### src/hdl/dsp_pkg.sv
`default_nettype none

package dsp_pkg;

    // Stream geometry
    localparam int lanes = 4;
    localparam int code_w = 8;

    // Equalizer
    localparam int ffe_taps = 3;
    localparam int weight_w = 8;
    localparam int ffe_acc_w = 18;
    localparam int thresh_w = 8;
    localparam int ffe_span = lanes + ffe_taps - 1;

    // Channel estimate
    localparam int chan_taps = 3;
    localparam int chan_w = 8;
    localparam int est_code_w = 10;
    localparam int chan_span = lanes + chan_taps - 1;

    localparam int shift_w = 4;

    // Error and detector
    localparam int err_w = 11;
    localparam int dev_w = err_w + 1;   // error plus a flip, keeps headroom for the sum
    localparam int cost_w = 24;
    localparam int sd_taps = 2;
    localparam int err_pos_w = 2;
    localparam logic [err_pos_w-1:0] err_pos_none = 2'd0;
    localparam logic [err_pos_w-1:0] err_pos_single = 2'd1;
    localparam logic [err_pos_w-1:0] err_pos_pair = 2'd2;

    // Delay lines in the core
    localparam int code_dly = 2;
    localparam int bits_dly = 4;
    localparam int sd_bits_tap = 1;

    // Configuration port
    localparam int cfg_addr_w = 2;
    localparam int cfg_data_w = 16;
    localparam logic [cfg_addr_w-1:0] addr_ctrl = 2'd3;

    typedef struct packed {
        logic signed [weight_w-1:0] weight;
        logic signed [chan_w-1:0] tap;
    } cfg_coef_t;

    typedef struct packed {
        logic signed [thresh_w-1:0] thresh;
        logic [shift_w-1:0] ffe_shift;
        logic [shift_w-1:0] chan_shift;
    } cfg_ctrl_t;

    typedef union packed {
        cfg_coef_t coef;
        cfg_ctrl_t ctrl;
    } cfg_word_u;

endpackage

`default_nettype wire

### src/hdl/ffe_slicer.sv
`timescale 1ns/1ps
`default_nettype none

module ffe_slicer (
    input  logic                                clk,
    input  logic                                rst_i,
    input  logic signed [dsp_pkg::code_w-1:0]   codes_i [dsp_pkg::lanes-1:0],
    input  logic signed [dsp_pkg::weight_w-1:0] weights_i [dsp_pkg::ffe_taps-1:0],
    input  logic [dsp_pkg::shift_w-1:0]         shift_i,
    input  logic signed [dsp_pkg::thresh_w-1:0] thresh_i,
    output logic [dsp_pkg::lanes-1:0]           bits_o
);
    import dsp_pkg::*;

    logic signed [code_w-1:0]    prev_codes [lanes-1:0];
    logic signed [code_w-1:0]    span [ffe_span-1:0];
    logic signed [ffe_acc_w-1:0] acc [lanes-1:0];
    logic signed [ffe_acc_w-1:0] est [lanes-1:0];
    logic [lanes-1:0]            bits_d;

    // Tail of the previous word first, then the current word
    always_comb begin
        for (int i = 0; i < ffe_taps - 1; i++) begin
            span[i] = prev_codes[lanes - ffe_taps + 1 + i];
        end
        for (int s = 0; s < lanes; s++) begin
            span[ffe_taps - 1 + s] = codes_i[s];
        end
    end

    always_comb begin
        for (int s = 0; s < lanes; s++) begin
            acc[s] = '0;
            for (int k = 0; k < ffe_taps; k++) begin
                acc[s] = acc[s] + weights_i[k] * span[s + ffe_taps - 1 - k];
            end
            est[s] = acc[s] >>> shift_i;
            // Slice against sign-extended threshold
            bits_d[s] = (est[s] >= thresh_i);
        end
    end

    always_ff @(posedge clk) begin
        if (rst_i) begin
            bits_o <= '0;
            for (int s = 0; s < lanes; s++) begin
                prev_codes[s] <= '0;
            end
        end else begin
            bits_o <= bits_d;
            for (int s = 0; s < lanes; s++) begin
                prev_codes[s] <= codes_i[s];
            end
        end
    end

    bits_known_a: assert property (@(posedge clk) disable iff (rst_i)
        !$isunknown(bits_d));

endmodule

`default_nettype wire

### config.mk
export PLATFORM = sky130hd
export DESIGN_NAME = ffe_slicer
export DESIGN_NICKNAME = d
export VERILOG_FILES = /design/src/hdl/dsp_pkg.sv /design/src/hdl/ffe_slicer.sv
export SDC_FILE = /design/constraint.sdc
export NUM_CORES = 2
export LEC_CHECK = 0
export BUFFER_PORTS_ARGS = -buffer_cell sky130_fd_sc_hd__buf_2
export CAP_MARGIN = 20
export CORE_UTILIZATION = 55
export CTS_BUF_LIST = sky130_fd_sc_hd__clkbuf_16
export DETAILED_ROUTE_END_ITERATION = 10
export PLACE_DENSITY = 0.74
export SLEW_MARGIN = 20
export SYNTH_ARGS = -nofsm -noshare
export SYNTH_HDL_FRONTEND = slang
export SYNTH_SLANG_ARGS = --single-unit
### constraint.sdc
create_clock -name clk -period 9.5 [get_ports clk]
set_input_delay 0.95 -clock clk [delete_from_list [all_inputs] [get_ports clk]]
set_output_delay 0.95 -clock clk [all_outputs]
set_load 0.05 [all_outputs]
Word level (Yosys, flattened, before mapping)
Memories as Yosys holds them, arrays and structs flattened.
Index checks and enable logic that the tools add are counted.

word-level totals
  register bits after elaboration = 4
  RAM bits = 32
  logic and storage cells = 41
  memories = 1

cells by class
  add/sub/neg operators = 8
  multiply operators = 12
  magnitude comparators = 4
  shift operators = 4
  muxes and demuxes = 7
  bitwise gates (word level) = 4

memories
  name        words  width  rd ports  clocked after Yosys merged registers in  wr ports  line              text
  prev_codes  4      8      2         0                                        4         ffe_slicer.sv:15  logic signed [code_w-1:0] prev_codes [lanes-1:0];

operators by type and width
  operator                                     number
  multiplier 8 x 8 -> 16 bit                   12
  adder 17 x 16 -> 18 bit                      4
  greater-or-equal comparator 18 x 8 -> 1 bit  4
  >>> shifter 18 x 4 -> 18 bit                 4
  adder 16 x 16 -> 17 bit                      4
  2-to-1 mux 8 bit                             4
  OR 1 bit                                     4
  2-to-1 mux 1 bit                             3

Longest topological paths before layout
  word-level depth = 5
  depth in mapped cells = 36

Least setup slack after synthesis
OpenSTA, ideal clock, no wires.

  kind = input-to-reg
  start = input port weights_i[15] (netlist bit)
  end = register bits_o[3] (netlist bit)
  library setup time = 132 ps
  data arrival time = 8,877 ps
  required time = 9,368 ps
  slack = 491 ps
  stages on the path = 31
  path buffers = 1
  cell sequence = clkbuf_1 -> and2_1 -> inv_1 -> fa_1 -> fa_1 -> inv_1 -> fa_1 -> fa_1 -> fa_1 -> fa_1 -> inv_1 -> fa_1 -> inv_1 -> ha_1 -> o21a_1 -> o21a_1 -> a21oi_1 -> nor4_1 -> a211o_1 -> mux2i_1 -> a2111oi_0 -> or3_1 -> ha_1 -> a21o_1 -> a21o_1 -> a221oi_1 -> o21ai_0 -> a221oi_1 -> o21ai_0 -> mux2i_1 -> a21oi_1

on the way
  cells in the longest elaborated chain, start to end = 5

ends and longest elaborated chain
  item                                         line              text
  start, declared                              ffe_slicer.sv:8   input logic signed [dsp_pkg::weight_w-1:0] weights_i [dsp_pkg::ffe_taps-1:0],
  multiplier 8 x 8 -> 16 bit                   ffe_slicer.sv:35  acc[s] = acc[s] + weights_i[k] * span[s + ffe_taps - 1 - k];
  adder 16 x 16 -> 17 bit                      ffe_slicer.sv:35
  adder 17 x 16 -> 18 bit                      ffe_slicer.sv:35
  >>> shifter 18 x 4 -> 18 bit                 ffe_slicer.sv:37  est[s] = acc[s] >>> shift_i;
  greater-or-equal comparator 18 x 8 -> 1 bit  ffe_slicer.sv:39  bits_d[s] = (est[s] >= thresh_i);
  end signal, assigned                         ffe_slicer.sv:50  bits_o <= bits_d;
  end, declared                                ffe_slicer.sv:11  output logic [dsp_pkg::lanes-1:0] bits_o

No other way between the ends.
A chain may end at the register's enable or synchronous reset.

Worst setup path after layout
  start = input port weights_i[7] (netlist bit)
  end = register bits_o[3] (netlist bit)

The elaborated chain is that of the path after synthesis.

==> results.toml <==
[status]
outcome = "finished clean"

[worst_setup_path]
cpMaxStageDelayCell = "fa_1"
r2r_cells = 31
cp-endpoint = "bits_o[3]"
cp_common_cell = "fa_1"
worst-path-buf-inv = 7
worstSetupPathDepth = 33
crit_start = "weights_i[7]"
crit_path_end_kind = "register"
critPathMaxFanout = 8
required_ns = 9.65
cp_top_family = "adder cells"
rr_endpoint = "bits_o[0]"
path_class = "input pin to register"
cp-start-kind = "input pin"
worstPathArrival_ns = 9.31
reg2reg_from = "prev_codes[1][8]"
r2r_slack_ns = 0.60
critPathMaxStageDelay_ns = 0.56

[yosys]
synth_edf_count = 0
async_reset_ff_frac = 0
synth_seq_cells = 20
syn_area_mm2 = 0.0384
synth_cell_types = 76
seq_area_frac_synth = 0.0104
ys.flop_type = "dfxtp_1"
syn_area_per_cell_um2 = 9.18
syn_inst = 4189
yosys_warnings = 0
syn-num-nets = 5559

[sta]
final_max_slew_viol_count = 0
tightest_slew_ns = 0.960
finalCritPeriodShare = 0.965
min_period_ns = 9.17
fin_worst_skew_ns = 0.00903
slew_headroom = 0.357
hold_viol = 0
fin_hold_ws_ns = 1.09
finalSetupViolations = 0
fmax_mhz = 109

[cts]
cts_tree = "built"
post_cts_buffers = 0
cts_made_buffers = 3
clk_latency_ns = 0.28
clk_pin_slew_ns = 0.08
postCtsHoldBufs = 0
cts.sink_count = 20
cts_root_buf = "clkbuf_16"
max-clock-path-buffers = 2
htree_levels = 1

[global_route]
grt_util_met1 = 0.413
grt_usage = 0.299
grt_first_pass_wirelength_um = 164000
grt_overflow = 0
top_usage_layer = "met2"
antenna_found_initial = 5
met3_usage = 0.0544
grt_use_met2 = 0.474
first_global_vias = 30300
grt_max_degree = 68

[cells_and_area]
nets = 5648
layout_common_cells = "inv_1 (1065), fa_1 (926), and2_1 (393)"
drive_gt1_frac = 0.0849
area_growth_pct = 7.12
final_common_cell = "inv_1"

[min_path]
whs_path_depth = 2
hp-class = "input pin to register"

[drt]
routed_via_density = 5.43
wirelength_um = 101000
drtIter0Drc = 1901
num_vias = 28300
dr.pass1.iters = 5
ant_nets = 0
drc = 0
wl_per_cell_um = 19.3

[place]
port-buffer-count = 73
gp_routability_congestion = 1.05
dpl.hpwl_um = 85000

[floorplan]
dieArea_mm2 = 0.0710
dieWidth_um = 266
initial_core_util = 0.559
die_h_um = 266
coreArea_mm2 = 0.0688
placementRows = 96
ios = 74

[run]
drv_cap = 0
[synth_stat cells, drive strengths merged (26+ instances only)]
library cell / n / area share
a211oi: 44 / 0.0090
a21o: 43 / 0.0084
a21oi: 106 / 0.014
and2: 397 / 0.065
clkbuf: 164 / 0.016
fa: 936 / 0.49
ha: 364 / 0.12
inv: 1071 / 0.10
mux2i: 69 / 0.018
mux4: 26 / 0.015
nand2: 357 / 0.035
nand2b: 27 / 0.0044
nor2: 140 / 0.014
nor2b: 27 / 0.0044
o21ai: 52 / 0.0068
xnor2: 85 / 0.019
[final cells by class]
type / instances / area (um2)
fill: 5843 / 27600
inverter: 1074 / 4040
clock buffer: 3 / 75.1
timing repair buffer: 265 / 2020
tap: 931 / 1160
sequential: 20 / 400
multi-input combinational: 2914 / 33500
clock inverter: 1 / 30.0
antenna: 2 / 5.00
[layer usage]
metal | share of wire | up-vias | wire length, um
met3 | 0.084 | 189 | 8440
met4 | 0.042 | 4 | 4260
met1 | 0.42 | 14200 | 41900
li1 | - | 12800 | -
met2 | 0.46 | 1107 | 45900
met5 | 0.00028 | - | 28
[through the flow]
stage	cell area, um2	setup WS [ns]	std cells	TNS, ns	util
5_1_grt	41200	-0.00422	5210	-0.00422	0.598
3_5_place_dp	40900	-0.101	5204	-0.172	0.595
6_report	41200	0.334	5210	0	0.598
3_3_place_gp	40900	0.0603	5204	0	0.595
2_1_floorplan	38400	0.491	4189	0	-
4_1_cts	41000	0.200	5208	0	0.596
[repair_timing]
item | in CTS | in global routing
setup endpoints to repair | 0 | 4
resized for setup | 0 | 48
endpoints found under the hold margin | 0 | 0
[worst register-to-register path: cells and delay by family, from the launching register on]
family                     cells  cell delay (ns)
adders and majority gates      9             4.05
muxes                          1             0.22
buffers and inverters          5             0.40
AOI/OAI and AO/OA             13             2.59
and+or+nand+nor                3             0.71
DFF                            1             0.80
[worst min path at each step]
stage	from	to	slack (ns)
after floorplan	codes_i[16]	prev_codes[1][0]	1.08
after global placement	codes_i[26]	prev_codes[1][10]	1.38
after detailed placement	codes_i[26]	prev_codes[1][10]	1.38
after CTS	codes_i[26]	prev_codes[1][10]	1.07
after global routing	codes_i[26]	prev_codes[1][10]	1.09
final	codes_i[26]	prev_codes[1][10]	1.09
[logic make-up after synthesis]
kind of cell	share of synthesized area
simple gates	0.134
flops	0.0104
fa+ha+maj	0.606
compound gates	0.0658
buf+inv	0.123
mux	0.0380
xor+xnor	0.0230
[flip-flops by register name, summed over array words and instances, names as in the netlist]
register and count:
bits_o 4, prev_codes 16
Power is left out: the tool's default activity adds up to more than one toggle a clock period on the data nets, which glitch-free logic cannot reach.
