## src/hdl/dsp_pkg.sv

```systemverilog
`default_nettype none

package dsp_pkg;

    // Stream geometry
    localparam int lanes = 4;
    localparam int code_w = 8;

    // Equalizer
    localparam int ffe_taps = 3;
    localparam int weight_w = 8;
    localparam int ffe_acc_w = 18;
    localparam int thresh_w = 8;
    localparam int ffe_span = lanes + ffe_taps - 1;

    // Channel estimate
    localparam int chan_taps = 3;
    localparam int chan_w = 8;
    localparam int est_code_w = 10;
    localparam int chan_span = lanes + chan_taps - 1;

    localparam int shift_w = 4;

    // Error and detector
    localparam int err_w = 11;
    localparam int dev_w = err_w + 1;   // error plus a flip, keeps headroom for the sum
    localparam int cost_w = 24;
    localparam int sd_taps = 2;
    localparam int err_pos_w = 2;
    localparam logic [err_pos_w-1:0] err_pos_none = 2'd0;
    localparam logic [err_pos_w-1:0] err_pos_single = 2'd1;
    localparam logic [err_pos_w-1:0] err_pos_pair = 2'd2;

    // Delay lines in the core
    localparam int code_dly = 2;
    localparam int bits_dly = 4;
    localparam int sd_bits_tap = 1;

    // Configuration port
    localparam int cfg_addr_w = 2;
    localparam int cfg_data_w = 16;
    localparam logic [cfg_addr_w-1:0] addr_ctrl = 2'd3;

    typedef struct packed {
        logic signed [weight_w-1:0] weight;
        logic signed [chan_w-1:0] tap;
    } cfg_coef_t;

    typedef struct packed {
        logic signed [thresh_w-1:0] thresh;
        logic [shift_w-1:0] ffe_shift;
        logic [shift_w-1:0] chan_shift;
    } cfg_ctrl_t;

    typedef union packed {
        cfg_coef_t coef;
        cfg_ctrl_t ctrl;
    } cfg_word_u;

endpackage

`default_nettype wire

```

## src/hdl/channel_filter.sv

```systemverilog
`timescale 1ns/1ps
`default_nettype none

module channel_filter (
    input  logic                                  clk,
    input  logic                                  rst_i,
    input  logic [dsp_pkg::lanes-1:0]             bits_i,
    input  logic signed [dsp_pkg::chan_w-1:0]     taps_i [dsp_pkg::chan_taps-1:0],
    input  logic [dsp_pkg::shift_w-1:0]           shift_i,
    output logic signed [dsp_pkg::est_code_w-1:0] est_codes_o [dsp_pkg::lanes-1:0]
);
    import dsp_pkg::*;

    logic [lanes-1:0]             prev_bits;
    logic [chan_span-1:0]         span;
    logic signed [est_code_w-1:0] acc [lanes-1:0];
    logic signed [est_code_w-1:0] est [lanes-1:0];

    // Oldest bit in the LSB
    assign span = {bits_i, prev_bits[lanes-1 -: chan_taps-1]};

    always_comb begin
        for (int s = 0; s < lanes; s++) begin
            acc[s] = '0;
            for (int k = 0; k < chan_taps; k++) begin
                // Bit 1 is +1, bit 0 is -1
                if (span[s + chan_taps - 1 - k]) begin
                    acc[s] = acc[s] + taps_i[k];
                end else begin
                    acc[s] = acc[s] - taps_i[k];
                end
            end
            est[s] = acc[s] >>> shift_i;
        end
    end

    always_ff @(posedge clk) begin
        if (rst_i) begin
            prev_bits <= '0;
            for (int s = 0; s < lanes; s++) begin
                est_codes_o[s] <= '0;
            end
        end else begin
            prev_bits <= bits_i;
            for (int s = 0; s < lanes; s++) begin
                est_codes_o[s] <= est[s];
            end
        end
    end

endmodule

`default_nettype wire

```

## config.mk

```make
export PLATFORM = sky130hd
export DESIGN_NAME = channel_filter
export DESIGN_NICKNAME = d
export VERILOG_FILES = /design/src/hdl/dsp_pkg.sv /design/src/hdl/channel_filter.sv
export SDC_FILE = /design/constraint.sdc
export NUM_CORES = 1
export LEC_CHECK = 0
export BUFFER_PORTS_ARGS = -buffer_cell sky130_fd_sc_hd__buf_2
export CAP_MARGIN = 20
export CORE_MARGIN = 4
export CORE_UTILIZATION = 45
export DETAILED_ROUTE_END_ITERATION = 7
export MAX_ROUTING_LAYER = met4
export SYNTH_ARGS = -nofsm -noshare
export SYNTH_HDL_FRONTEND = slang
export SYNTH_SLANG_ARGS = --single-unit
```

## constraint.sdc

```tcl
create_clock -name clk -period 14.66 [get_ports clk]
set_clock_uncertainty 0.05 [all_clocks]
set_input_delay 2.932 -clock clk [delete_from_list [all_inputs] [get_ports clk]]
set_output_delay 2.932 -clock clk [all_outputs]
set_load 0.05 [all_outputs]
```

Word level (Yosys, flattened, before mapping)
Cells that the tools add are included.
{"block": "word_totals", "regBits": 44, "in_bits": 34, "output_inout_bits": 40, "word_cells": 38}
{"block": "classes", "add_sub_neg": 17, "n_shift": 4, "muxes": 12}
{"cell": "two-way mux 10 bit", "n": 12}
{"cell": "adder 10 x 8 -> 10 bit", "n": 8}
{"cell": "subtractor 10 x 8 -> 10 bit", "n": 8}
{"cell": ">>> shifter 10 x 4 -> 10 bit", "n": 4}
{"cell": "subtractor 1 x 8 -> 9 bit, first input constant", "n": 1}

Depth between registers and ports, before layout
{"block": "depth", "ltp_word": 7, "ltp_mapped": 21, "depth_no_buf": 20}

Least setup slack after synthesis
No wires, ideal clock.
{"block": "synth_path", "path_type": "in2reg", "from": "input taps_i[8] (netlist name)", "to": "register est_codes_o[11] (netlist name)", "setup_time_ns": 0.133, "t_arrival_ns": 6.527, "required_time_ns": 14.477, "setup_slack_ns": 7.949, "cell_stages": 16, "path_buffers": 0, "cell_sequence": "inv_1 -> ha_1 -> nor3b_1 -> nor3b_1 -> nor2_1 -> xnor2_1 -> ha_1 -> nor4_1 -> nor3_1 -> xor2_1 -> ha_1 -> o41a_1 -> xor2_1 -> mux4_2 -> a21oi_1 -> a21oi_1"}
{"block": "synth_via", "elab_chain_cells": 5, "elab_cells_between_ends": 7}
{"item": "start, declared", "line_no": "channel_filter.sv:8", "text": "input logic signed [dsp_pkg::chan_w-1:0] taps_i [dsp_pkg::chan_taps-1:0],"}
{"item": "subtractor 10 x 8 -> 10 bit or adder 10 x 8 -> 10 bit (tied branches)", "line_no": "channel_filter.sv:30, channel_filter.sv:28"}
{"item": "two-way mux 10 bit (*)", "line_no": "channel_filter.sv:27", "text": "if (span[s + chan_taps - 1 - k]) begin"}
{"item": "subtractor 10 x 8 -> 10 bit or adder 10 x 8 -> 10 bit (tied branches)", "line_no": "channel_filter.sv:30, channel_filter.sv:28"}
{"item": "two-way mux 10 bit (*)", "line_no": "channel_filter.sv:27"}
{"item": ">>> shifter 10 x 4 -> 10 bit (*)", "line_no": "channel_filter.sv:33", "text": "est[s] = acc[s] >>> shift_i;"}
{"item": "end signal, assigned by index", "line_no": "channel_filter.sv:46", "text": "est_codes_o[s] <= est[s];"}
{"item": "end, declared", "line_no": "channel_filter.sv:10", "text": "output logic signed [dsp_pkg::est_code_w-1:0] est_codes_o [dsp_pkg::lanes-1:0]"}
Every way passes the cells marked *; elsewhere a longest branch is shown, timed or not.
A chain may end at the register's enable or synchronous reset.

Final worst setup path
{"block": "layout_path", "from": "input taps_i[1] (netlist name)", "to": "register est_codes_o[0] (netlist name)"}
{"block": "layout_via", "elab_chain_cells": 7, "elab_cells_between_ends": 9}
{"item": "subtractor 1 x 8 -> 9 bit", "line_no": "channel_filter.sv:30", "text": "acc[s] = acc[s] - taps_i[k];"}
{"item": "two-way mux 10 bit (*)", "line_no": "channel_filter.sv:27"}
{"item": "subtractor 10 x 8 -> 10 bit or adder 10 x 8 -> 10 bit (tied branches)", "line_no": "channel_filter.sv:30, channel_filter.sv:28"}
{"item": "two-way mux 10 bit (*)", "line_no": "channel_filter.sv:27"}
{"item": "subtractor 10 x 8 -> 10 bit or adder 10 x 8 -> 10 bit (tied branches)", "line_no": "channel_filter.sv:30, channel_filter.sv:28"}
{"item": "two-way mux 10 bit (*)", "line_no": "channel_filter.sv:27"}
{"item": ">>> shifter 10 x 4 -> 10 bit (*)", "line_no": "channel_filter.sv:33"}
Marks and branches as above.

==> impl_metrics.tcl <==
set metrics [dict create \
    hold_viol_final 0 \
    critPathCaptureType "flip-flop" \
    path_class "input pin to flip-flop" \
    synth_nets 1058 \
    cp.arrival_ns 7.87 \
    start_util_pct 46.08 \
    place.detailed.hpwl_um 16330 \
    cts_setup_buffers 0 \
    fin_crit_sh_pct 52.80 \
    ctsHoldBuffers 0 \
    htree_levels 2 \
    avgViaCountPerCell 5.701 \
    drv_slew 0 \
    cts_buffers 5 \
    dr.pass1.iters 5 \
    fp.dieW_um 132.8 \
    period_needed_ns 7.741 \
    rsz0062_at_grt "no" \
    antenna_found_initial 0 \
    netlist_area_mm2 0.007005 \
    startpoint_type "input pin" \
    synth-edff-count 0 \
    portBuffers 73 \
    drc 0 \
    drt_wl_total_um 20510 \
    core_mm2 0.01520 \
    p_total_mw 1.402 \
    grt_pass1_wl_um 33180 \
    clock_sinks 42 \
    slew_headroom_pct 30.58 \
    leakagePower_nw 3.287 \
    most-common-layout-cells "140 x nor2_1, 84 x xor2_1, 73 x buf_2" \
    ys_seq_elements 42 \
    max_freq_mhz 129.2 \
    crit_fanout 11 \
    vias 6607 \
    hold_class "flip-flop to flip-flop" \
    max-vdd-ir-drop_mv 0.09217 \
    drt_first_iter_violations 566 \
    grt-ovfl-total 0 \
    totalNegativeSetupSlack_ns 0 \
    clk_latency_ns 0.29 \
    grt_start_max_net_pins 44 \
    worstMarginPinSlew_ns 1.034 \
    post_cts_resized 0 \
    cts-root-buf "clkbuf_16" \
    drv_cap 0 \
    status "completed" \
    cts_max_path_buffers 2 \
    cts_tree "built" \
    synthCells 947 \
    synth_flop_cell "dfxtp_1" \
    final_common_cell "nor2_1" \
    diodes 0 \
    die_y_um 132.8 \
    rows 45 \
    nets 1081 \
    synth.distinct_cells 74 \
    pin_count 74 \
    fill_cells 1548 \
    finalSetupViolCount 0 \
    wl_per_cell_um 17.70 \
    drive_gt1_share_pct 12.98 \
    avgSynthCellArea_um2 7.398 \
    grt_pass1_vias 6160 \
    grt.total_usage_pct 23.54 \
    required_ns 14.79 \
    place.gp.congestion 0.9215 \
    area_delta_synth_final_pct 7.644 \
    ant_nets 0 \
    synth-async-reset-ratio_pct 0 \
    ys_warn_count 0 \
    cts.clk_slew.worst_paths_ns 0.07 \
    seq_area_frac_synth_pct 12.00 \
    dieArea_mm2 0.01763 \
    powerDensity_mw_per_mm2 185.9 \
]
## synthesized netlist by cell type, types with 9 or more instances
| library cell | n | share of area (%) |
|---|---|---|
| clkbuf_1 | 48 | 2.6 |
| xor2_1 | 84 | 11 |
| nand2_1 | 56 | 3.0 |
| nor2_1 | 140 | 7.5 |
| ha_1 | 69 | 12 |
| a211oi_1 | 24 | 2.6 |
| nand3_1 | 13 | 0.93 |
| mux2_2 | 17 | 2.7 |
| nand2b_1 | 10 | 0.89 |
| nor2b_1 | 9 | 0.80 |
| inv_1 | 41 | 2.2 |
| o21ai_0 | 38 | 2.7 |
| a21oi_1 | 67 | 4.8 |
| nor3_1 | 30 | 2.1 |
| nor3b_1 | 11 | 1.2 |
| xnor2_1 | 46 | 5.8 |
| dfxtp_1 | 42 | 12 |
| o211ai_1 | 9 | 0.96 |
| a21o_1 | 13 | 1.4 |
| mux2i_1 | 13 | 1.9 |
| o21ai_1 | 13 | 0.93 |
| and2_1 | 11 | 0.98 |
| o21bai_1 | 13 | 1.4 |
## where the power goes
part	internal [mW]	leakage (nW)	switching, mW
Combinational	0.399	2.86	0.716
Sequential	0.162	0.350	0.00893
Clock	0.0675	0.0729	0.0474
## cell families (layout without fill, tap and decap cells)
logic type | Yosys count | in the layout | share of synthesized area, %
xor+xnor | 137 | 137 | 18.50
buf+inv | 104 | 128 | 5.769
simple gates | 309 | 309 | 20.93
flops | 42 | 42 | 12.00
fa+ha+maj | 77 | 77 | 14.61
mux | 32 | 32 | 5.233
compound gates | 246 | 246 | 22.95
## cell type report
type	instances	area (um2)	share of cell area [%]
clock buffers	6	138.9	1.842
clock inverters	2	12.51	0.1659
inverters	44	165.2	2.190
multi-input cells	801	5761	76.39
flip-flops and latches	42	840.8	11.15
well taps	188	235.2	3.119
repair buffers	76	387.9	5.144
## state kept, by name, summed over array words and instances (netlist names)
name,count
est_codes_o,40
prev_bits,2
## routing by layer
layer | global-route usage (%) | share of wire (%) | vias to the layer above
li1 | - | - | 3382
met5 | - | 0 | -
met1 | 31.64 | 47 | 3013
met2 | 39.56 | 47 | 192
met4 | 4.099 | 1.3 | 0
met3 | 1.635 | 4.1 | 20
## worst max-delay path: stages
cell and delay (ns):
buf_2 0.13, nor3_1 0.48, nor3b_1 0.65, nor3b_1 0.55, nor2_1 0.10, xor2_1 0.23, ha_1 0.30, a21oi_1 0.17
xnor2_1 0.15, ha_1 0.29, a21oi_1 0.14, o21ai_0 0.12, xor2_1 0.19, xnor2_1 0.83, o21ai_0 0.21, a311oi_1 0.38
## worst paths after layout
check	startpoint	to	slack, ns	depth (start not counted)
max	taps_i[1]	est_codes_o[0]	6.92	16
min	prev_bits[3]	est_codes_o[18]	1.28	5
max reg2reg	prev_bits[3]	est_codes_o[0]	9.73	17
min reg2reg	prev_bits[3]	est_codes_o[18]	1.28	5
## per-stage QoR
step                cell area [um2]  setup WS, ns  instances  hold slack (ns)  util [%]
floorplan                      7005         7.950        947           0.9929         -
global route                   7541         6.456       1159            1.387     49.60
finish                         7541         6.919       1159            1.282     49.60
detailed placement             7390         6.639       1151            1.239     48.61
global placement               7390         6.767       1151            1.241     48.61
CTS                            7541         6.923       1159            1.281     49.60
Note: power is estimated with default switching activity, not from simulation.
