--- config.mk ---
export PLATFORM = sky130hd
export DESIGN_NAME = dsp_cfg_regs
export DESIGN_NICKNAME = d
export VERILOG_FILES = /design/src/hdl/dsp_pkg.sv /design/src/hdl/dsp_cfg_regs.sv
export SDC_FILE = /design/constraint.sdc
export NUM_CORES = 1
export LEC_CHECK = 0
export ABC_AREA = 1
export BUFFER_PORTS_ARGS = -buffer_cell sky130_fd_sc_hd__buf_2
export CORE_MARGIN = 4
export CORE_UTILIZATION = 54
export DETAILED_ROUTE_END_ITERATION = 7
export HOLD_SLACK_MARGIN = 0.1
export PLACE_DENSITY = 0.84
export SLEW_MARGIN = 20
export SYNTH_ARGS = -nofsm -noshare
export SYNTH_HDL_FRONTEND = slang
export SYNTH_SLANG_ARGS = --single-unit
--- constraint.sdc ---
create_clock -name clk -period 2.9 [get_ports clk]
set_clock_uncertainty 0.05 [all_clocks]
set_input_delay 0.58 -clock clk [delete_from_list [all_inputs] [get_ports clk]]
set_output_delay 0.58 -clock clk [all_outputs]
set_load 0.03 [all_outputs]
--- src/hdl/dsp_pkg.sv ---
`default_nettype none

package dsp_pkg;

    // Stream geometry
    localparam int lanes = 4;
    localparam int code_w = 8;

    // Equalizer
    localparam int ffe_taps = 3;
    localparam int weight_w = 8;
    localparam int ffe_acc_w = 18;
    localparam int thresh_w = 8;
    localparam int ffe_span = lanes + ffe_taps - 1;

    // Channel estimate
    localparam int chan_taps = 3;
    localparam int chan_w = 8;
    localparam int est_code_w = 10;
    localparam int chan_span = lanes + chan_taps - 1;

    localparam int shift_w = 4;

    // Error and detector
    localparam int err_w = 11;
    localparam int dev_w = err_w + 1;   // error plus a flip, keeps headroom for the sum
    localparam int cost_w = 24;
    localparam int sd_taps = 2;
    localparam int err_pos_w = 2;
    localparam logic [err_pos_w-1:0] err_pos_none = 2'd0;
    localparam logic [err_pos_w-1:0] err_pos_single = 2'd1;
    localparam logic [err_pos_w-1:0] err_pos_pair = 2'd2;

    // Delay lines in the core
    localparam int code_dly = 2;
    localparam int bits_dly = 4;
    localparam int sd_bits_tap = 1;

    // Configuration port
    localparam int cfg_addr_w = 2;
    localparam int cfg_data_w = 16;
    localparam logic [cfg_addr_w-1:0] addr_ctrl = 2'd3;

    typedef struct packed {
        logic signed [weight_w-1:0] weight;
        logic signed [chan_w-1:0] tap;
    } cfg_coef_t;

    typedef struct packed {
        logic signed [thresh_w-1:0] thresh;
        logic [shift_w-1:0] ffe_shift;
        logic [shift_w-1:0] chan_shift;
    } cfg_ctrl_t;

    typedef union packed {
        cfg_coef_t coef;
        cfg_ctrl_t ctrl;
    } cfg_word_u;

endpackage

`default_nettype wire

--- src/hdl/dsp_cfg_regs.sv ---
`timescale 1ns/1ps
`default_nettype none

module dsp_cfg_regs (
    input  logic                               clk,
    input  logic                               rst_i,
    input  logic                               cfg_we_i,
    input  logic [dsp_pkg::cfg_addr_w-1:0]     cfg_addr_i,
    input  logic [dsp_pkg::cfg_data_w-1:0]     cfg_data_i,
    output logic signed [dsp_pkg::weight_w-1:0] ffe_weights_o [dsp_pkg::ffe_taps-1:0],
    output logic signed [dsp_pkg::chan_w-1:0]   chan_taps_o [dsp_pkg::chan_taps-1:0],
    output logic signed [dsp_pkg::thresh_w-1:0] thresh_o,
    output logic [dsp_pkg::shift_w-1:0]         ffe_shift_o,
    output logic [dsp_pkg::shift_w-1:0]         chan_shift_o
);
    import dsp_pkg::*;

    cfg_word_u wr_word;

    assign wr_word = cfg_word_u'(cfg_data_i);

    always_ff @(posedge clk) begin
        if (rst_i) begin
            for (int k = 0; k < ffe_taps; k++) begin
                ffe_weights_o[k] <= '0;
            end
            for (int k = 0; k < chan_taps; k++) begin
                chan_taps_o[k] <= '0;
            end
            // Pass-through equalizer and single-tap channel
            ffe_weights_o[0] <= 1;
            chan_taps_o[0] <= 1;
            thresh_o <= '0;
            ffe_shift_o <= '0;
            chan_shift_o <= '0;
        end else if (cfg_we_i) begin
            if (cfg_addr_i == addr_ctrl) begin
                thresh_o <= wr_word.ctrl.thresh;
                ffe_shift_o <= wr_word.ctrl.ffe_shift;
                chan_shift_o <= wr_word.ctrl.chan_shift;
            end else begin
                // Tap k of both filters in one write
                ffe_weights_o[cfg_addr_i] <= wr_word.coef.weight;
                chan_taps_o[cfg_addr_i] <= wr_word.coef.tap;
            end
        end
    end

endmodule

`default_nettype wire

* Word-level counts from Yosys, hierarchy flattened
Index checks and enable logic that the tools add are counted.
** Cells by class
- Multiplexer cells :: 4
- Order comparisons :: 2
- Reduce and logical (&&, ||, !) cells :: 3
- Equal/unequal tests :: 1
- Bitwise logic cells :: 1
** Operators with widths (count)
- 24-bit bitwise mux :: 2
- 8-bit demux with 2-bit select :: 1
- 8-bit 2-to-1 mux :: 1
- 2-bit AND reduction :: 2
- 2-bit by 3-bit < comparator with 1-bit output, second input constant :: 1
- 2-bit equality test, second input constant :: 1
- 2-bit by 1-bit >= comparator with 1-bit output, second input constant :: 1
- 1-bit logical AND :: 1
- 1-bit inverter :: 1
** Word-level totals
- Logic and storage cells :: 20
- Output and inout port bits :: 64
- Bits in registers :: 64

* Longest topological paths before layout
Gate-level depths: netlist of the first run.
- Depth after elaboration :: 5
- Mapped depth :: 6

* Least setup slack after synthesis of the first run
OpenSTA, ideal clock, no wires.
- Kind :: input-to-reg
- From :: input cfg_we_i
- To :: register chan_taps_o[1] in the netlist's numbering
- Path buffers :: 2
- Library setup time :: 0.115 ns
- Data required time :: 2.735 ns
- Slack :: 1.532 ns
- Arrival :: 1.203 ns
- Cell stages on the path :: 5
- Cell sequence :: buf_4 > clkbuf_1 > nand3_1 > nand2_1 > nor2_1
** Between the ends
- Cells in the longest elaborated chain, start to end :: 1
** RTL lines
- start: declaration :: line dsp_cfg_regs.sv:7 : input logic cfg_we_i,
- 2-bit AND reduction (no line)
- end signal: indexed assignment :: line dsp_cfg_regs.sv:44 : chan_taps_o[cfg_addr_i] <= wr_word.coef.tap;
- end: declaration :: line dsp_cfg_regs.sv:11 : output logic signed [dsp_pkg::chan_w-1:0] chan_taps_o [dsp_pkg::chan_taps-1:0],
Every way passes these cells.
A chain may end at the register's enable or synchronous reset.

* Worst setup path after layout of the first run
- From :: input cfg_addr_i[1] in the netlist's numbering
- To :: register chan_taps_o[4] in the netlist's numbering
** Between the ends
- Cells in the longest elaborated chain, start to end :: 5
- Elaborated cells on any way between the ends :: 9
- Classes of those cells :: 2 x order compare; 1 x eq/ne; 3 x mux; 1 x bitwise; 2 x reduce/logical
** RTL lines
- start: declaration :: line dsp_cfg_regs.sv:8 : input logic [dsp_pkg::cfg_addr_w-1:0] cfg_addr_i,
- 2-bit by 3-bit < comparator with 1-bit output (implied by the code) or 2-bit by 1-bit >= comparator with 1-bit output (tied branches) :: line dsp_cfg_regs.sv:44
- 1-bit logical AND (implied by the code) :: line dsp_cfg_regs.sv:44
- 8-bit 2-to-1 mux (implied by the code) :: line dsp_cfg_regs.sv:44
- 8-bit demux with 2-bit select :: line dsp_cfg_regs.sv:44
- 24-bit bitwise mux :: line dsp_cfg_regs.sv:44
Several ways; a longest one is shown, not always the timed one.

==> results.cfg, run 1 <==
[status]
status = finished clean

[layout]
drive_gt1_share_pct = 22.1
diodes = 0
area_delta_synth_final_pct = 20.8
final_nets = 508

[hold_path]
hold_class = flop to flop

[setup_path]
cp_max_fo = 16
crit_family = simple AND/OR/NAND/NOR gates
crit_required_ns = 3.08
crit_buf_inv = 2
crit_chain = buf_2 > nor2_2 > buf_4 > nand3_1 > nand2_1 > nor2_1
cpPeakStageDelay_ns = 0.48
cpMaxStageDelayCell = nor2_2
path_class = input pin to flop
start_kind = input pin
arrival_ns = 1.74
endpoint_kind = flop

[synthesis]
netlist-cell-type-count = 14
yosysMostFrequentCell = nand2_1
synth_top_area_share_pct = 47.0
ys_seq_elements = 64
ys_warn_count = 0
netlist_area_mm2 = 0.00273
yosys_most_used_dff = dfxtp_1
netlist_top_cells_area = dfxtp_1, nand2_1, nor2_1
postSynthAreaPerCell_um2 = 6.65
syn_nets = 431
synth_edf_count = 0
synth_top_cell_by_area = dfxtp_1
async_reset_ff_share_pct = 0
synth_commonest_cells = nand2_1, nor2_1, dfxtp_1, inv_1, nand3_1
synth_cells = 410
yosysSeqAreaShare_pct = 47.0

[cts]
clock_latency_ns = 0.33
cts-root-buf = clkbuf_8
cts.sinks = 64
htree_levels = 3
clk_pin_slew_ns = 0.06
ctsHoldBuffers = 0
cts-resized-gates = 0
cts_buffers = 9
post-cts-setup-buffer-count = 0
cts_tree = built
clock_path_buffers = 2

[die]
fp.dieW_um = 79.1
io_pins = 85
fp.coreArea_mm2 = 0.00482
initial_utilization_pct = 56.6
rows = 25
die_h_um = 79.1
die_area_mm2 = 0.00625

[power]
max-vdd-ir-drop_mv = 0.336
power.density_mw_per_mm2 = 597
leakage_nw = 1.95

[global_route]
grt_pass1_wl_mm = 10.7
grt_pass1_vias = 2271
gr-usage-all-layers_pct = 22.7
overflow = 0
antenna_found_initial = 0
grt_start_max_net_pins = 33

[sta]
setup_ws_ns = 1.34
drv_slew = 0
tightest_slew_ns = 0.576
finalCritPeriodShare_pct = 53.9
max_freq_mhz = 640
finalCriticalPeriod_ns = 1.56
rsz0062_at_grt = false
final.setup.tns_ns = 0
setup_violations = 0
hold_ws_ns = 0.425
relSlewSlack_pct = 61.5
hold_viol = 0

[routing]
final_antenna_net_count = 0
drc = 0
viasPerCell = 4.58
routed_wl_mm = 6.90
route.detailed.wl_per_inst_um = 12.4
drtPass1Iterations = 4
vias = 2546
drt_iter0_markers = 177

[placed_design]
hpwlAfterDp_mm = 4.69
gp_congestion = 0.765
portBuffers = 84
post-place-ws_ns = 1.01

[job]
maxCapViolCount = 0
-- logic make-up (layout without fill, tap and decap cells) --
kind of cell	after synthesis	count (layout)	synth area share (%)
AND/OR/NAND/NOR	245	245	36.2
buffers and inverters	87	166	14.3
flip-flops	64	64	47.0
AO/OA/AOI/OAI	14	14	2.57
-- power by group --
group | total, mW | switching (mW) | internal [mW]
clock | 0.701 | 0.311 | 0.390
combinational | 0.318 | 0.229 | 0.0886
sequential | 0.949 | 0.0236 | 0.926
-- path summary, 6_finish.rpt --
path | from | to | slack (ns) | cells past startpoint
worst max-delay path | cfg_addr_i[1] | chan_taps_o[4] | 1.34 | 6
worst min-delay path | ffe_weights_o[0] | ffe_weights_o[0] | 0.42 | 2
worst max register to register | ffe_shift_o[3] | ffe_shift_o[3] | 2.15 | 4
worst min register to register | ffe_weights_o[0] | ffe_weights_o[0] | 0.42 | 2
-- layout by cell type (no fill, tap or decap) --
| cell | instances |
|---|---|
| nand2_1 | 113 |
| buf_2 | 84 |
| a21oi_1 | 14 |
| inv_2 | 3 |
| nand3_1 | 18 |
| nand3_4 | 3 |
| nor2_1 | 110 |
| clkbuf_8 | 13 |
| buf_4 | 4 |
| nor2_2 | 1 |
| inv_1 | 62 |
| dfxtp_1 | 64 |
-- worst register-to-register path, cell delays in order (launching register included) --
cell and delay [ns]:
dfxtp_1 0.37, inv_1 0.05, nand2_1 0.06, nand2_1 0.05
nor2_1 0.10
-- flip-flops by register name, summed over array words and instances (netlist names) --
signal,cells
ffe_weights_o,24
thresh_o,8
chan_taps_o,24
chan_shift_o,4
ffe_shift_o,4
-- layer usage --
metal	vias up	routed length [um]	global-route usage, %
met4	0	97	11.3
met1	1109	3010	28.6
met2	92	3190	36.4
met3	8	601	5.22
li1	1337	-	-
met5	-	0	0
-- through the flow --
stage / std cells / util (%) / instance area [um^2] / power, mW
floorplan: 410 / - / 2730 / 1.19
global placement: 543 / 64.7 / 3120 / 1.28
detailed placement: 543 / 64.7 / 3120 / 1.29
CTS: 556 / 68.4 / 3290 / 1.98
global route: 556 / 68.4 / 3290 / 2.05
finish: 556 / 68.4 / 3290 / 1.97
-- area by class of cell --
type,instances,area (um^2)
Tap cell,67,83.8
Clock buffer,13,179
Multi-Input combinational cell,259,1060
Fill cell,447,1520
Timing Repair Buffer,88,450
Sequential cell,64,1280
Inverter,65,244
(Power assumes the default switching activity.)
==> run 2, diff against run 1 <==
Settings changed: CORE_UTILIZATION 54 to 46, PLACE_DENSITY 0.84 to 0.76.
Clock period 2.9 ns to 1.35 ns, I/O delays scaled along.
==> results.cfg, run 2 (synthesized netlist as in run 1, its figures left out) <==
[global_route]
grt_util_met3_pct = 5.44
grt_pass1_wl_mm = 10.8
gr-usage-all-layers_pct = 18.8
grt_start_max_net_pins = 65
grt_pass1_vias = 2352
grtUsageMet1_pct = 23.0
antenna_found_initial = 0
use_met2_pct = 30.6
grt-busiest-layer = met2
overflow = 0

[sta]
final.setup.tns_ns = 0
drv_slew = 0
finalCritPeriodShare_pct = 90.8
setup_violations = 0
hold_viol = 0
relSlewSlack_pct = 76.9
tightest_slew_ns = 0.347
finalCriticalPeriod_ns = 1.23
rsz0062_at_grt = false
max_freq_mhz = 816

[setup_path]
arrival_ns = 0.91
crit_chain = buf_2
r2r_cells = 4
crit_buf_inv = 1
cpMaxStageDelayCell = dfxtp_1
crit_cells = 1
start_kind = flop
endpoint = chan_shift_o[0]
crit_family = flip-flops
path_class = flop to primary output
cpPeakStageDelay_ns = 0.36
r2r_start = thresh_o[2]
crit_required_ns = 1.03
worstReg2RegEnd = thresh_o[2]
r2r_setup_slack_ns = 0.63
cp_max_fo = 2
crit_start = chan_shift_o[0]
endpoint_kind = primary output

[layout]
most-common-layout-cells = nand2_1, nor2_1, buf_2, dfxtp_1, inv_1
area_delta_synth_final_pct = 22.7
final_cells = 564
final_common_cell = nand2_1
drive_gt1_share_pct = 22.2
diodes = 0
final_nets = 508
top_regs = chan_taps_o x24, ffe_weights_o x24, thresh_o x8

[placed_design]
hpwlAfterDp_mm = 4.48
gp_congestion = 0.742
portBuffers = 84
placed_cells = 548

[cts]
cts-resized-gates = 0
clock_path_buffers = 2
cts_tree = built
clk_pin_slew_ns = 0.07
clock_latency_ns = 0.33
cts.sinks = 64
cts-root-buf = clkbuf_8
ctsHoldBuffers = 0
post-cts-setup-buffer-count = 0
cts_buffers = 9
htree_levels = 3

[routing]
drtPass1Iterations = 4
drc = 0
routed_wl_mm = 6.46
final_antenna_net_count = 0
drt_iter0_markers = 162
viasPerCell = 4.42
route.detailed.wl_per_inst_um = 11.5
vias = 2493

[power]
power.density_mw_per_mm2 = 1310
max-vdd-ir-drop_mv = 0.673
leakage_nw = 1.97

[die]
io_pins = 85
rows = 27
die_area_mm2 = 0.00722
fp.dieW_um = 85.0
die_h_um = 85.0
fp.coreArea_mm2 = 0.00564
initial_utilization_pct = 48.3

[hold_path]
hold_class = input pin to flop

[status]
status = finished clean

[job]
maxCapViolCount = 0
-- run 2: cell count changes in the layout (fill, tap and decap cells not counted), sizes merged --
cell,delta
clkinv,+2
bufinv,+1
-- run 2: worst min path at each step --
stage          slack (ns)             start  cells after the start                to
2_1_floorplan        0.35     cfg_data_i[3]                      2   chan_shift_o[3]
3_3_place_gp         0.39  ffe_weights_o[0]                      2  ffe_weights_o[0]
3_5_place_dp         0.40  ffe_weights_o[0]                      2  ffe_weights_o[0]
4_1_cts              0.17    cfg_data_i[15]                      3       thresh_o[7]
5_1_grt              0.18     cfg_data_i[7]                      3    ffe_shift_o[3]
6_report             0.18    cfg_data_i[15]                      3       thresh_o[7]
-- run 2: layout make-up --
| class | count | area, um^2 |
|---|---|---|
| Sequential cell | 64 | 1280 |
| Clock buffer | 13 | 159 |
| Multi-Input combinational cell | 259 | 1060 |
| Fill cell | 537 | 2300 |
| Inverter | 65 | 244 |
| Clock inverter | 3 | 40.0 |
| Timing Repair Buffer | 88 | 475 |
| Tap cell | 72 | 90.1 |
-- run 2: layer usage --
metal  wire length [um]  vias to the layer above
li1                   -                     1343
met1               2820                     1069
met2               2990                       74
met3                582                        7
met4                 68                        0
met5                  0                        -
-- run 2: per-stage QoR --
stage                     area, um^2  util (%)  setup WS [ns]  hold WS, ns  total power [mW]
after floorplan                 2730         -          0.292        0.355              2.56
after global placement          3150      55.8          0.165        0.393              2.75
after detailed placement        3150      55.8         0.0934        0.401              2.77
after CTS                       3350      59.3          0.116        0.166              4.42
after global routing            3350      59.3         0.0987        0.184              4.58
final                           3350      59.3          0.125        0.175              4.37
-- run 2: power breakdown --
part / switching, mW / internal (mW) / leakage [nW] / total [mW]
combinational: 0.481 / 0.198 / 1.34 / 0.680
sequential: 0.0495 / 1.99 / 0.524 / 2.04
clock: 0.702 / 0.950 / 0.103 / 1.65
==> run 3, diff against run 2 <==
Settings changed: ABC_AREA 1 to unset, CORE_UTILIZATION 46 to 45, PLACE_DENSITY 0.76 to 0.75.
==> results.cfg, run 3 <==
[setup_path]
crit_family = flip-flops
worstReg2RegEnd = chan_taps_o[1]
crit_chain = buf_2
r2r_setup_slack_ns = 0.68
cp_max_fo = 2
cpMaxStageDelayCell = dfxtp_1
crit_required_ns = 1.03
path_class = flop to primary output
start_kind = flop
r2r_start = chan_taps_o[1]
cpPeakStageDelay_ns = 0.35
crit_buf_inv = 1
arrival_ns = 0.89
endpoint_kind = primary output
r2r_cells = 2

[cts]
cts_tree = built
post-cts-setup-buffer-count = 0
cts-root-buf = clkbuf_8
clock_latency_ns = 0.32
cts_buffers = 9
cts-resized-gates = 0
clock_path_buffers = 2
cts.sinks = 64
ctsHoldBuffers = 0
htree_levels = 3
clk_pin_slew_ns = 0.07

[sta]
hold_ws_ns = 0.181
drv_slew = 0
setup_ws_ns = 0.144
hold_viol = 0
setup_violations = 0
finalCritPeriodShare_pct = 89.3
final.setup.tns_ns = 0
max_freq_mhz = 829
rsz0062_at_grt = false
relSlewSlack_pct = 75.2
finalCriticalPeriod_ns = 1.21
tightest_slew_ns = 0.372

[synthesis]
synth_top_cell_by_area = dfxtp_1
netlist-cell-type-count = 13
yosys.area_share.simple_pct = 21.7
synth_edf_count = 0
ys_seq_elements = 64
synth_xor_area_share_pct = 0
synth_top_area_share_pct = 49.8
synth_top_family_by_area = multiplexers
async_reset_ff_share_pct = 0
syn_nets = 253
yosysSeqAreaShare_pct = 49.8
yosys_most_used_dff = dfxtp_1
netlist_top_cells_area = dfxtp_1, mux2i_1, nand2b_1
synth_cells = 232
netlist_area_mm2 = 0.00257
postSynthAreaPerCell_um2 = 11.1
synth_mux_area_share_pct = 24.9
yosysMostFrequentCell = nand2b_1
ys_warn_count = 0
synth_compound_area_share_pct = 0
synthAdderAreaFrac_pct = 0
synth_commonest_cells = nand2b_1, dfxtp_1, mux2i_1, clkbuf_1

[layout]
top_regs = chan_taps_o x24, ffe_weights_o x24, thresh_o x8
final_common_cell = buf_2
diodes = 0
utilization_pct = 60.0
area_delta_synth_final_pct = 29.2
drive_gt1_share_pct = 33.5
final_nets = 341
final_cells = 397
stdcell_area_mm2 = 0.00332
most-common-layout-cells = buf_2, nand2b_1, mux2i_1, dfxtp_1, clkbuf_8

[hold_path]
hold_class = input pin to flop
hold_end = ffe_weights_o[0]
min_delay_path_depth = 3
hp-start = cfg_data_i[8]

[status]
status = finished clean

[power]
power.density_mw_per_mm2 = 1280
p_sw_share_pct = 24.1
seqPwrFrac_pct = 46.6
power_switching_mw = 1.03
p_int_mw = 3.24
p_total_mw = 4.27
leakage_nw = 1.73
combPwrFrac_pct = 11.4
max-vdd-ir-drop_mv = 0.634
pwr-share-clk_pct = 42.0

[routing]
viasPerCell = 4.71
route.detailed.wl_per_inst_um = 14.1
routed_wl_mm = 5.61
vias = 1870
drtPass1Iterations = 4
drc = 0
final_antenna_net_count = 0
drt_iter0_markers = 34

[placed_design]
hpwlAfterDp_mm = 3.94
post-place-ws_ns = 0.0181
gp_congestion = 0.734
place_area_mm2 = 0.00311
portBuffers = 84
placed_cells = 381

[die]
die_area_mm2 = 0.00699
initial_utilization_pct = 46.4
fp.dieW_um = 83.6
fp.coreArea_mm2 = 0.00554
die_h_um = 83.6
io_pins = 85
rows = 27

[global_route]
antenna_found_initial = 0
gr-usage-all-layers_pct = 17.3
grt_pass1_wl_mm = 9.71
grt_start_max_net_pins = 42
overflow = 0
grt_pass1_vias = 2024

[job]
maxCapViolCount = 0
-- run 3: cell type report --
cell class | instances | area [um^2]
clock buffer | 13 | 149
clock inverter | 3 | 65.1
fill | 467 | 2220
multi-input combinational | 152 | 1200
sequential | 64 | 1280
tap | 72 | 90.1
timing repair buffer | 93 | 538
-- run 3: how the worst max path moves through the flow --
stage                        start               end  slack, ns  depth (start not counted)
detailed placement   cfg_addr_i[1]    chan_taps_o[1]       0.02                          5
global placement     cfg_addr_i[1]    chan_taps_o[1]       0.07                          5
global route        chan_taps_o[3]    chan_taps_o[3]       0.08                          1
floorplan            cfg_addr_i[1]  ffe_weights_o[1]       0.29                          3
CTS                 chan_taps_o[1]    chan_taps_o[1]       0.11                          1
finish              chan_taps_o[3]    chan_taps_o[3]       0.14                          1
-- run 3: logic make-up (layout without fill, tap and decap cells) --
logic type             Yosys count  in the layout
muxes                           64             64
DFF                             64             64
and+or+nand+nor                 88             88
buffers and inverters           16            109
-- run 3: routing by layer --
metal / share of wire (%) / wire, um / global-route usage (%)
met1: 45 / 2530 / 20.6
met2: 49 / 2730 / 28.7
met3: 4.3 / 239 / 5.13
met4: 2.0 / 110 / 7.46
met5: 0 / 0 / 0
-- run 3: power groups by stage --
stage                     combinational, mW  clock (mW)  sequential [mW]
final                                 0.485        1.79             1.99
after global routing                  0.522        1.93             2.00
after CTS                             0.492        1.84             1.99
after detailed placement              0.491           0             2.03
after global placement                0.486           0             2.03
after floorplan                       0.199           0             2.16
